==> src/aluPkg.sv <==
package aluPkg;

  ////////////////////////////////////////
  // Sizes
  ////////////////////////////////////////

  parameter int defaultDataWidth = 8;   // Data word width
  parameter int defaultRegCount  = 16;  // Register file depth

  ////////////////////////////////////////
  // Encodings
  ////////////////////////////////////////

  // Instruction opcodes, 5-bit field as in the instruction word
  typedef enum logic [4:0] {
    opNop = 5'h00,
    opAdd = 5'h01,
    opSub = 5'h02,
    opAnd = 5'h03,
    opOr  = 5'h04,
    opXor = 5'h05,
    opShl = 5'h06,
    opShr = 5'h07,
    opCmp = 5'h08,
    opLdi = 5'h09
  } aluOp_e;

  // Sequencer phases
  typedef enum logic [1:0] {
    phIdle  = 2'd0,
    phRead  = 2'd1,  // Register file read
    phExec  = 2'd2,  // ALU result saved
    phWrite = 2'd3   // Write-back
  } phase_e;

endpackage

==> src/operandIf.sv <==
`timescale 1ns/1ps

// Opcode and operands shared by both ALU branches and the merger
interface operandIf #(
  parameter int dataWidth = aluPkg::defaultDataWidth
) ();

  aluPkg::aluOp_e       opcode;
  logic [dataWidth-1:0] op1;   // Register source 1
  logic [dataWidth-1:0] op2;   // Register source 2
  logic [dataWidth-1:0] imm;

  // Driven from the latched instruction and the register file
  modport issue (
    output opcode,
    output op1,
    output op2,
    output imm
  );

  // Read-only view for the ALU side
  modport user (
    input opcode,
    input op1,
    input op2,
    input imm
  );

endinterface

==> src/regFile.sv <==
`timescale 1ns/1ps

module regFile #(
  parameter int dataWidth = aluPkg::defaultDataWidth,
  parameter int regCount  = aluPkg::defaultRegCount,
  localparam int addrWidth = $clog2(regCount)
) (
  input  logic                 clk,
  input  logic                 Reset,
  input  logic                 readEn,
  input  logic [addrWidth-1:0] addrR1,
  input  logic [addrWidth-1:0] addrR2,
  input  logic                 writeEn,
  input  logic [addrWidth-1:0] addrW,
  input  logic [dataWidth-1:0] dataIn,
  output logic [dataWidth-1:0] dataOut1,
  output logic [dataWidth-1:0] dataOut2
);

  logic [dataWidth-1:0] regs [regCount];

  ////////////////////////////////////////
  // Write port
  ////////////////////////////////////////

  always_ff @(posedge clk or posedge Reset) begin
    if (Reset) begin
      for (int i = 0; i < regCount; i++) begin
        regs[i] <= '0;
      end
    end else if (writeEn) begin
      regs[addrW] <= dataIn;
    end
  end

  ////////////////////////////////////////
  // Registered read ports
  ////////////////////////////////////////

  // Both sources captured together, one cycle after readEn
  always_ff @(posedge clk or posedge Reset) begin
    if (Reset) begin
      dataOut1 <= '0;
      dataOut2 <= '0;
    end else if (readEn) begin
      dataOut1 <= regs[addrR1];
      dataOut2 <= regs[addrR2];
    end
  end

  // Read and write never overlap within one instruction
  noReadOnWrite: assert property (@(posedge clk) disable iff (Reset)
    writeEn |-> !readEn && $past(readEn, 2));

endmodule

==> src/arithUnit.sv <==
`timescale 1ns/1ps

module arithUnit #(
  parameter int dataWidth = aluPkg::defaultDataWidth
) (
  operandIf.user               ops,
  output logic [dataWidth-1:0] sum,
  output logic                 carry,
  output logic                 overflow
);

  logic                 sub;       // Subtract mode, also carry-in
  logic [dataWidth-1:0] opB;
  logic [dataWidth-2:0] lowSum;
  logic                 carryLow;  // Carry into the top bit
  logic                 topSum;

  // opCmp computes the same difference as opSub
  assign sub = (ops.opcode == aluPkg::opSub) || (ops.opcode == aluPkg::opCmp);

  assign opB = ops.op2 ^ {dataWidth{sub}};  // Ones complement for subtract

  ////////////////////////////////////////
  // Adder split at the top bit
  ////////////////////////////////////////

  assign {carryLow, lowSum} = {1'b0, ops.op1[dataWidth-2:0]}
                            + {1'b0, opB[dataWidth-2:0]}
                            + {{(dataWidth-1){1'b0}}, sub};

  assign {carry, topSum} = {1'b0, ops.op1[dataWidth-1]}
                         + {1'b0, opB[dataWidth-1]}
                         + {1'b0, carryLow};

  assign sum = {topSum, lowSum};

  // Signed overflow from the top two carries
  assign overflow = carry ^ carryLow;

endmodule

==> src/logicUnit.sv <==
`timescale 1ns/1ps

module logicUnit #(
  parameter int dataWidth = aluPkg::defaultDataWidth
) (
  operandIf.user               ops,
  output logic [dataWidth-1:0] logicOut,
  output logic                 shiftCarry
);

  localparam int shiftWidth = $clog2(dataWidth);

  logic [shiftWidth-1:0] shamt;

  assign shamt = ops.op2[shiftWidth-1:0];  // Low bits of operand two

  always_comb begin
    logicOut   = '0;
    shiftCarry = 1'b0;
    case (ops.opcode)
      aluPkg::opAnd: logicOut = ops.op1 & ops.op2;
      aluPkg::opOr:  logicOut = ops.op1 | ops.op2;
      aluPkg::opXor: logicOut = ops.op1 ^ ops.op2;
      aluPkg::opShl: begin
        logicOut   = ops.op1 << shamt;
        shiftCarry = ops.op1[dataWidth-1];  // Top bit of op1
      end
      aluPkg::opShr: begin
        logicOut   = ops.op1 >> shamt;
        shiftCarry = ops.op1[0];            // Bottom bit of op1
      end
      default: begin
        logicOut   = '0;
        shiftCarry = 1'b0;
      end
    endcase
  end

endmodule

==> src/resultMerge.sv <==
`timescale 1ns/1ps

module resultMerge #(
  parameter int dataWidth = aluPkg::defaultDataWidth
) (
  input  logic                 clk,
  input  logic                 Reset,
  input  logic                 aluSave,
  operandIf.user               ops,
  input  logic [dataWidth-1:0] sum,
  input  logic                 carry,
  input  logic [dataWidth-1:0] logicOut,
  input  logic                 shiftCarry,
  output logic [dataWidth-1:0] result,
  output logic                 zFlag,
  output logic                 cFlag
);

  logic [dataWidth-1:0] nextResult;
  logic                 nextZ;
  logic                 nextC;

  ////////////////////////////////////////
  // Branch select and flag rules
  ////////////////////////////////////////

  always_comb begin
    nextResult = result;  // Hold unless the opcode updates it
    nextZ      = zFlag;
    nextC      = cFlag;
    case (ops.opcode)
      aluPkg::opAdd, aluPkg::opSub: begin
        nextResult = sum;
        nextZ      = (sum == '0);
        nextC      = carry;
      end
      aluPkg::opCmp: begin
        // Flags only
        nextZ = (sum == '0);
        nextC = carry;
      end
      aluPkg::opAnd, aluPkg::opOr, aluPkg::opXor: begin
        nextResult = logicOut;
        nextZ      = (logicOut == '0);  // Carry kept
      end
      aluPkg::opShl, aluPkg::opShr: begin
        nextResult = logicOut;
        nextZ      = (logicOut == '0);
        nextC      = shiftCarry;
      end
      aluPkg::opLdi: nextResult = ops.imm;
      default: nextResult = result;    // opNop
    endcase
  end

  always_ff @(posedge clk or posedge Reset) begin
    if (Reset) begin
      result <= '0;
      zFlag  <= 1'b0;
      cFlag  <= 1'b0;
    end else if (aluSave) begin
      result <= nextResult;
      zFlag  <= nextZ;
      cFlag  <= nextC;
    end
  end

  // Flags move only on the save edge
  flagsHeld: assert property (@(posedge clk) disable iff (Reset)
    !$past(aluSave) |-> $stable(zFlag) && $stable(cFlag));

endmodule

==> src/execSequencer.sv <==
`timescale 1ns/1ps

module execSequencer #(
  parameter int dataWidth = aluPkg::defaultDataWidth,
  parameter int regCount  = aluPkg::defaultRegCount,
  localparam int addrWidth = $clog2(regCount)
) (
  input  logic                 clk,
  input  logic                 Reset,
  input  logic                 start,
  input  aluPkg::aluOp_e       opcode,
  input  logic [addrWidth-1:0] destin,
  input  logic [addrWidth-1:0] source1,
  input  logic [addrWidth-1:0] source2,
  input  logic [dataWidth-1:0] imm,
  output logic                 busy,
  output logic                 done,
  output logic                 readEn,
  output logic                 aluSave,
  output logic                 writeEn,
  output aluPkg::aluOp_e       curOp,
  output logic [addrWidth-1:0] curDestin,
  output logic [addrWidth-1:0] curSrc1,
  output logic [addrWidth-1:0] curSrc2,
  output logic [dataWidth-1:0] curImm
);

  aluPkg::phase_e phase;
  logic           accept;

  assign accept = start && (phase == aluPkg::phIdle);  // Start ignored while busy

  ////////////////////////////////////////
  // Phase FSM
  ////////////////////////////////////////

  always_ff @(posedge clk or posedge Reset) begin
    if (Reset) begin
      phase <= aluPkg::phIdle;
      curOp <= aluPkg::opNop;
    end else begin
      case (phase)
        aluPkg::phIdle:  if (accept) phase <= aluPkg::phRead;
        aluPkg::phRead:  phase <= aluPkg::phExec;
        aluPkg::phExec:  phase <= aluPkg::phWrite;
        default:         phase <= aluPkg::phIdle;
      endcase
      if (accept) curOp <= opcode;
    end
  end

  // Instruction fields
  always_ff @(posedge clk) begin
    if (accept) begin
      curDestin <= destin;
      curSrc1   <= source1;
      curSrc2   <= source2;
      curImm    <= imm;
    end
  end

  assign busy    = (phase != aluPkg::phIdle);
  assign readEn  = (phase == aluPkg::phRead);
  assign aluSave = (phase == aluPkg::phExec);
  assign done    = (phase == aluPkg::phWrite);
  assign writeEn = done && !(curOp inside {aluPkg::opCmp, aluPkg::opNop});  // No write-back

  // Done pulse ends on the third edge after the accepted start
  doneTiming: assert property (@(posedge clk) disable iff (Reset)
    done |-> $past(accept, 3));

endmodule

==> src/execCore.sv <==
`timescale 1ns/1ps

module execCore #(
  parameter int dataWidth = aluPkg::defaultDataWidth,
  parameter int regCount  = aluPkg::defaultRegCount,
  localparam int addrWidth = $clog2(regCount)
) (
  input  logic                 clk,
  input  logic                 Reset,
  input  logic                 start,
  input  aluPkg::aluOp_e       opcode,
  input  logic [addrWidth-1:0] destin,
  input  logic [addrWidth-1:0] source1,
  input  logic [addrWidth-1:0] source2,
  input  logic [dataWidth-1:0] imm,
  output logic                 busy,
  output logic                 done,
  output logic [dataWidth-1:0] result,
  output logic                 zFlag,
  output logic                 cFlag
);

  // Sequencer strobes
  logic readEn;
  logic aluSave;
  logic writeEn;

  // Latched instruction
  aluPkg::aluOp_e       curOp;
  logic [addrWidth-1:0] curDestin;
  logic [addrWidth-1:0] curSrc1;
  logic [addrWidth-1:0] curSrc2;
  logic [dataWidth-1:0] curImm;

  // Datapath
  logic [dataWidth-1:0] regData1;
  logic [dataWidth-1:0] regData2;
  logic [dataWidth-1:0] sum;
  logic                 carry;
  logic [dataWidth-1:0] logicOut;
  logic                 shiftCarry;

  operandIf #(.dataWidth(dataWidth)) ops ();

  assign ops.opcode = curOp;
  assign ops.imm    = curImm;
  assign ops.op1    = regData1;
  assign ops.op2    = regData2;

  ////////////////////////////////////////
  // Control and storage
  ////////////////////////////////////////

  execSequencer #(.dataWidth(dataWidth), .regCount(regCount)) seqInst (
    .clk(clk), .Reset(Reset), .start(start), .opcode(opcode),
    .destin(destin), .source1(source1), .source2(source2), .imm(imm),
    .busy(busy), .done(done), .readEn(readEn), .aluSave(aluSave),
    .writeEn(writeEn), .curOp(curOp), .curDestin(curDestin),
    .curSrc1(curSrc1), .curSrc2(curSrc2), .curImm(curImm)
  );

  regFile #(.dataWidth(dataWidth), .regCount(regCount)) rfInst (
    .clk(clk), .Reset(Reset), .readEn(readEn), .addrR1(curSrc1),
    .addrR2(curSrc2), .writeEn(writeEn), .addrW(curDestin),
    .dataIn(result), .dataOut1(regData1), .dataOut2(regData2)  // Merged result written back
  );

  ////////////////////////////////////////
  // ALU branches and merger
  ////////////////////////////////////////

  arithUnit #(.dataWidth(dataWidth)) arithInst (
    .ops(ops.user), .sum(sum), .carry(carry), .overflow()
  );

  logicUnit #(.dataWidth(dataWidth)) logicInst (
    .ops(ops.user), .logicOut(logicOut), .shiftCarry(shiftCarry)
  );

  resultMerge #(.dataWidth(dataWidth)) mergeInst (
    .clk(clk), .Reset(Reset), .aluSave(aluSave), .ops(ops.user),
    .sum(sum), .carry(carry), .logicOut(logicOut), .shiftCarry(shiftCarry),
    .result(result), .zFlag(zFlag), .cFlag(cFlag)
  );

  // Write-back uses the result saved on the edge before
  writeBackOrder: assert property (@(posedge clk) disable iff (Reset)
    writeEn |-> seqInst.phase == aluPkg::phWrite && $past(aluSave));

endmodule

==> config.mk <==
export PLATFORM = sky130hd
export DESIGN_NAME = execCore
export DESIGN_NICKNAME = d
export VERILOG_FILES = /design/src/aluPkg.sv /design/src/operandIf.sv /design/src/regFile.sv /design/src/arithUnit.sv /design/src/logicUnit.sv /design/src/resultMerge.sv /design/src/execSequencer.sv /design/src/execCore.sv
export SDC_FILE = /design/constraint.sdc
export NUM_CORES = 1
export LEC_CHECK = 0
export BUFFER_PORTS_ARGS = -buffer_cell sky130_fd_sc_hd__buf_4
export CAP_MARGIN = 20
export CORE_MARGIN = 3
export CORE_UTILIZATION = 42
export CTS_CLUSTER_SIZE = 16
export DETAILED_ROUTE_END_ITERATION = 10
export SYNTH_ARGS = -nofsm -noshare
export SYNTH_HDL_FRONTEND = slang
export SYNTH_SLANG_ARGS = --single-unit
==> constraint.sdc <==
create_clock -name clk -period 9.9 [get_ports clk]
set_clock_uncertainty 0.15 [all_clocks]
set_input_delay 0.99 -clock clk [delete_from_list [all_inputs] [get_ports clk]]
set_output_delay 0.99 -clock clk [all_outputs]
set_load 0.03 [all_outputs]
==> metrics.yaml <==
logic_synthesis:
  seq_area_frac_synth_pct: 45.4
  async_flop_share_pct: 89.0
  syn_area_per_cell_um2: 13.7
  ys_types: 68
  synth_area_um2: 10200
  synth_fp_nets: 799
  synth_warnings: 0
  synth-seq-cells: 181
  synth_flop_cell: "dfrtp_1"
  synth_edf_count: 20
  synth_cells: 742
cells_and_area:
  fin_nets: 818
  layout_commonest_cell: "dfrtp_1"
  final_cells: 1093
  area_growth_pct: 11.3
  fillers: 2119
  postLayoutCoreUtil_pct: 47.9
  drive_gt1_share_pct: 39.9
  final_cell_mix: "dfrtp_1, mux2_2, mux4_2"
  diodes: 0
sta:
  finalSetupTns_ns: 0
  fin_crit_ns: 5.08
  drv_slew: 0
  fin_crit_sh_pct: 51.3
  finalWorstSetupSlack_ns: 4.82
  worst_pin_slew_ns: 1.08
  fmaxAchievable_mhz: 197
  relSlewSlack_pct: 27.8
  hold_slack_ns: 0.372
  hold_viol: 0
  rsz0062_at_grt: "false"
  finalSetupViolations: 0
detailed_routing:
  dr.pass1.iters: 5
  wl_um: 26800
  initialDrtViolationCount: 411
  ant_nets: 0
  wl_per_cell_um: 24.5
  num_vias: 6526
  route.detailed.drc: 0
  vias_per_cell: 5.97
die:
  core-area_um2: 23700
  num_rows: 56
  design.portCount: 40
  chipHeight_um: 162
  die_area_um2: 26200
  initial_core_util_pct: 43.0
  die_w_um: 162
clock_tree:
  insertion_delay_ns: 0.45
  ctsResizeCount: 0
  htreeDepth: 4
  holdBufCountCts: 0
  numCtsBuffers: 17
  clockBufferDepth: 2
  cts_tree: "done"
  clkTransAtPathRegs_ns: 0.08
  cts_setup_buffers: 0
  clock_tree.root_cell: "clkbuf_16"
  clock_sinks: 181
placement:
  place_congestion: 0.876
  port_buffers: 39
  dp_slack_ns: 4.88
  post-place-cells: 1060
  hpwl_um: 18700
global_routing:
  grt-ovfl-total: 0
  antenna_found_initial: 0
  grt_pass1_vias: 7079
  grt_max_degree: 92
  grt_pass1_wl_um: 42100
  grt.total_usage_pct: 21.3
setup_path:
  r2r_setup_slack_ns: 4.82
  worst_path_most_repeated_cell: "or3_1"
  worstSetupPathType: "reg -> reg"
  cp_cell_sequence: "or4_2, xnor2_1, ha_1, or3_1, o221a_4, a31oi_4, and2b_1, o21ai_0, nand2b_1, fa_1, nor2_1, nand3_1, or3_1, or4_1, a21oi_1"
  slowest_delay_ns: 0.96
  worstPathMaxFanout: 25
  cp_num_buf_inv: 0
  start_kind: "flip-flop"
  crit_slowest_cell: "or4_2"
  crit_required_ns: 10.12
  critical_path_arrival_ns: 5.29
  cp_top_family: "simple AND/OR/NAND/NOR gates"
  end_kind: "flip-flop"
power_and_ir_drop:
  powerDensity_nw_per_um2: 295
  ir_drop_v: 0.000114
  p_leak_nw: 4.86
outcome:
  status: "finished clean"
flow_run:
  drv_cap: 0
hold_path:
  worstHoldPathType: "reg -> reg"
==> cell families after synthesis <==
logic type | Yosys count | synth area share, %
muxes | 228 | 33.9
DFF | 181 | 45.4
and+or+nand+nor | 129 | 6.74
AOI/OAI and AO/OA | 86 | 5.87
buffers and inverters | 74 | 3.02
adders and majority gates | 29 | 3.71
xor gates and xnor gates | 15 | 1.36
==> path summary, 6_finish.rpt <==
check | start | endpoint | cells past startpoint
hold / removal | rfInst.regs[127] | rfInst.regs[127] | 1
min in group asynchronous | Reset | rfInst.regs[55] | 2
setup / recovery | seqInst.curOp[0] | mergeInst.zFlag | 15
max in group asynchronous | Reset | rfInst.regs[83] | 3
setup reg to reg | seqInst.curOp[0] | mergeInst.zFlag | 15
hold reg to reg | rfInst.regs[127] | rfInst.regs[127] | 1
==> sequential cells by signal (all words and copies together) (netlist names) <==
register and count:
mergeInst.result 8, seqInst.curSrc1 4, seqInst.curImm 8, rfInst.dataOut1 8
seqInst.curDestin 4, seqInst.phase 2, mergeInst.zFlag 1, mergeInst.cFlag 1
rfInst.dataOut2 8, seqInst.curSrc2 4, seqInst.curOp 5, rfInst.regs 128
==> per-stage QoR <==
step | cell area (µm²) | power (mW)
detailed placement | 10700 | 2.68
CTS | 11300 | 3.37
floorplan | 10200 | 2.27
global placement | 10700 | 2.60
finish | 11300 | 3.35
global route | 11300 | 3.56
==> area by class of cell <==
type | count | area, µm² | share of cell area, %
multi-input cells | 487 | 5260 | 46.4
flip-flops and latches | 181 | 4630 | 40.8
clock buffers | 18 | 429 | 3.78
well taps | 319 | 399 | 3.52
repair buffers | 49 | 372 | 3.27
clock inverters | 14 | 159 | 1.40
inverters | 25 | 98.8 | 0.871
==> Yosys cell counts, types with 12 or more instances <==
cell type  count  area share, %
edfxtp_1      20            5.9
inv_1         23           0.85
nor2_1        36            1.3
buf_2         12           0.59
mux2_2       128             14
clkbuf_1      28            1.0
mux4_2        80             18
ha_1          27            3.3
o21ai_0       25            1.2
a21oi_1       12           0.59
dfrtp_1      161             40
nand2_1       34            1.3
==> routing by layer <==
| metal | vias up | GRT usage, % | part of all wire (%) |
|---|---|---|---|
| li1 | 2862 | - | - |
| met1 | 3462 | 28.0 | 43 |
| met2 | 156 | 35.6 | 50 |
| met3 | 46 | 4.67 | 4.1 |
| met4 | 0 | 6.48 | 2.0 |
| met5 | - | 0 | 0 |
==> where the power goes <==
| part | internal (mW) | total [mW] | switching, mW |
|---|---|---|---|
| sequential | 1.03 | 1.36 | 0.332 |
| combinational | 0.682 | 1.31 | 0.628 |
| clock | 0.340 | 0.680 | 0.340 |
(Power assumes the default switching activity.)
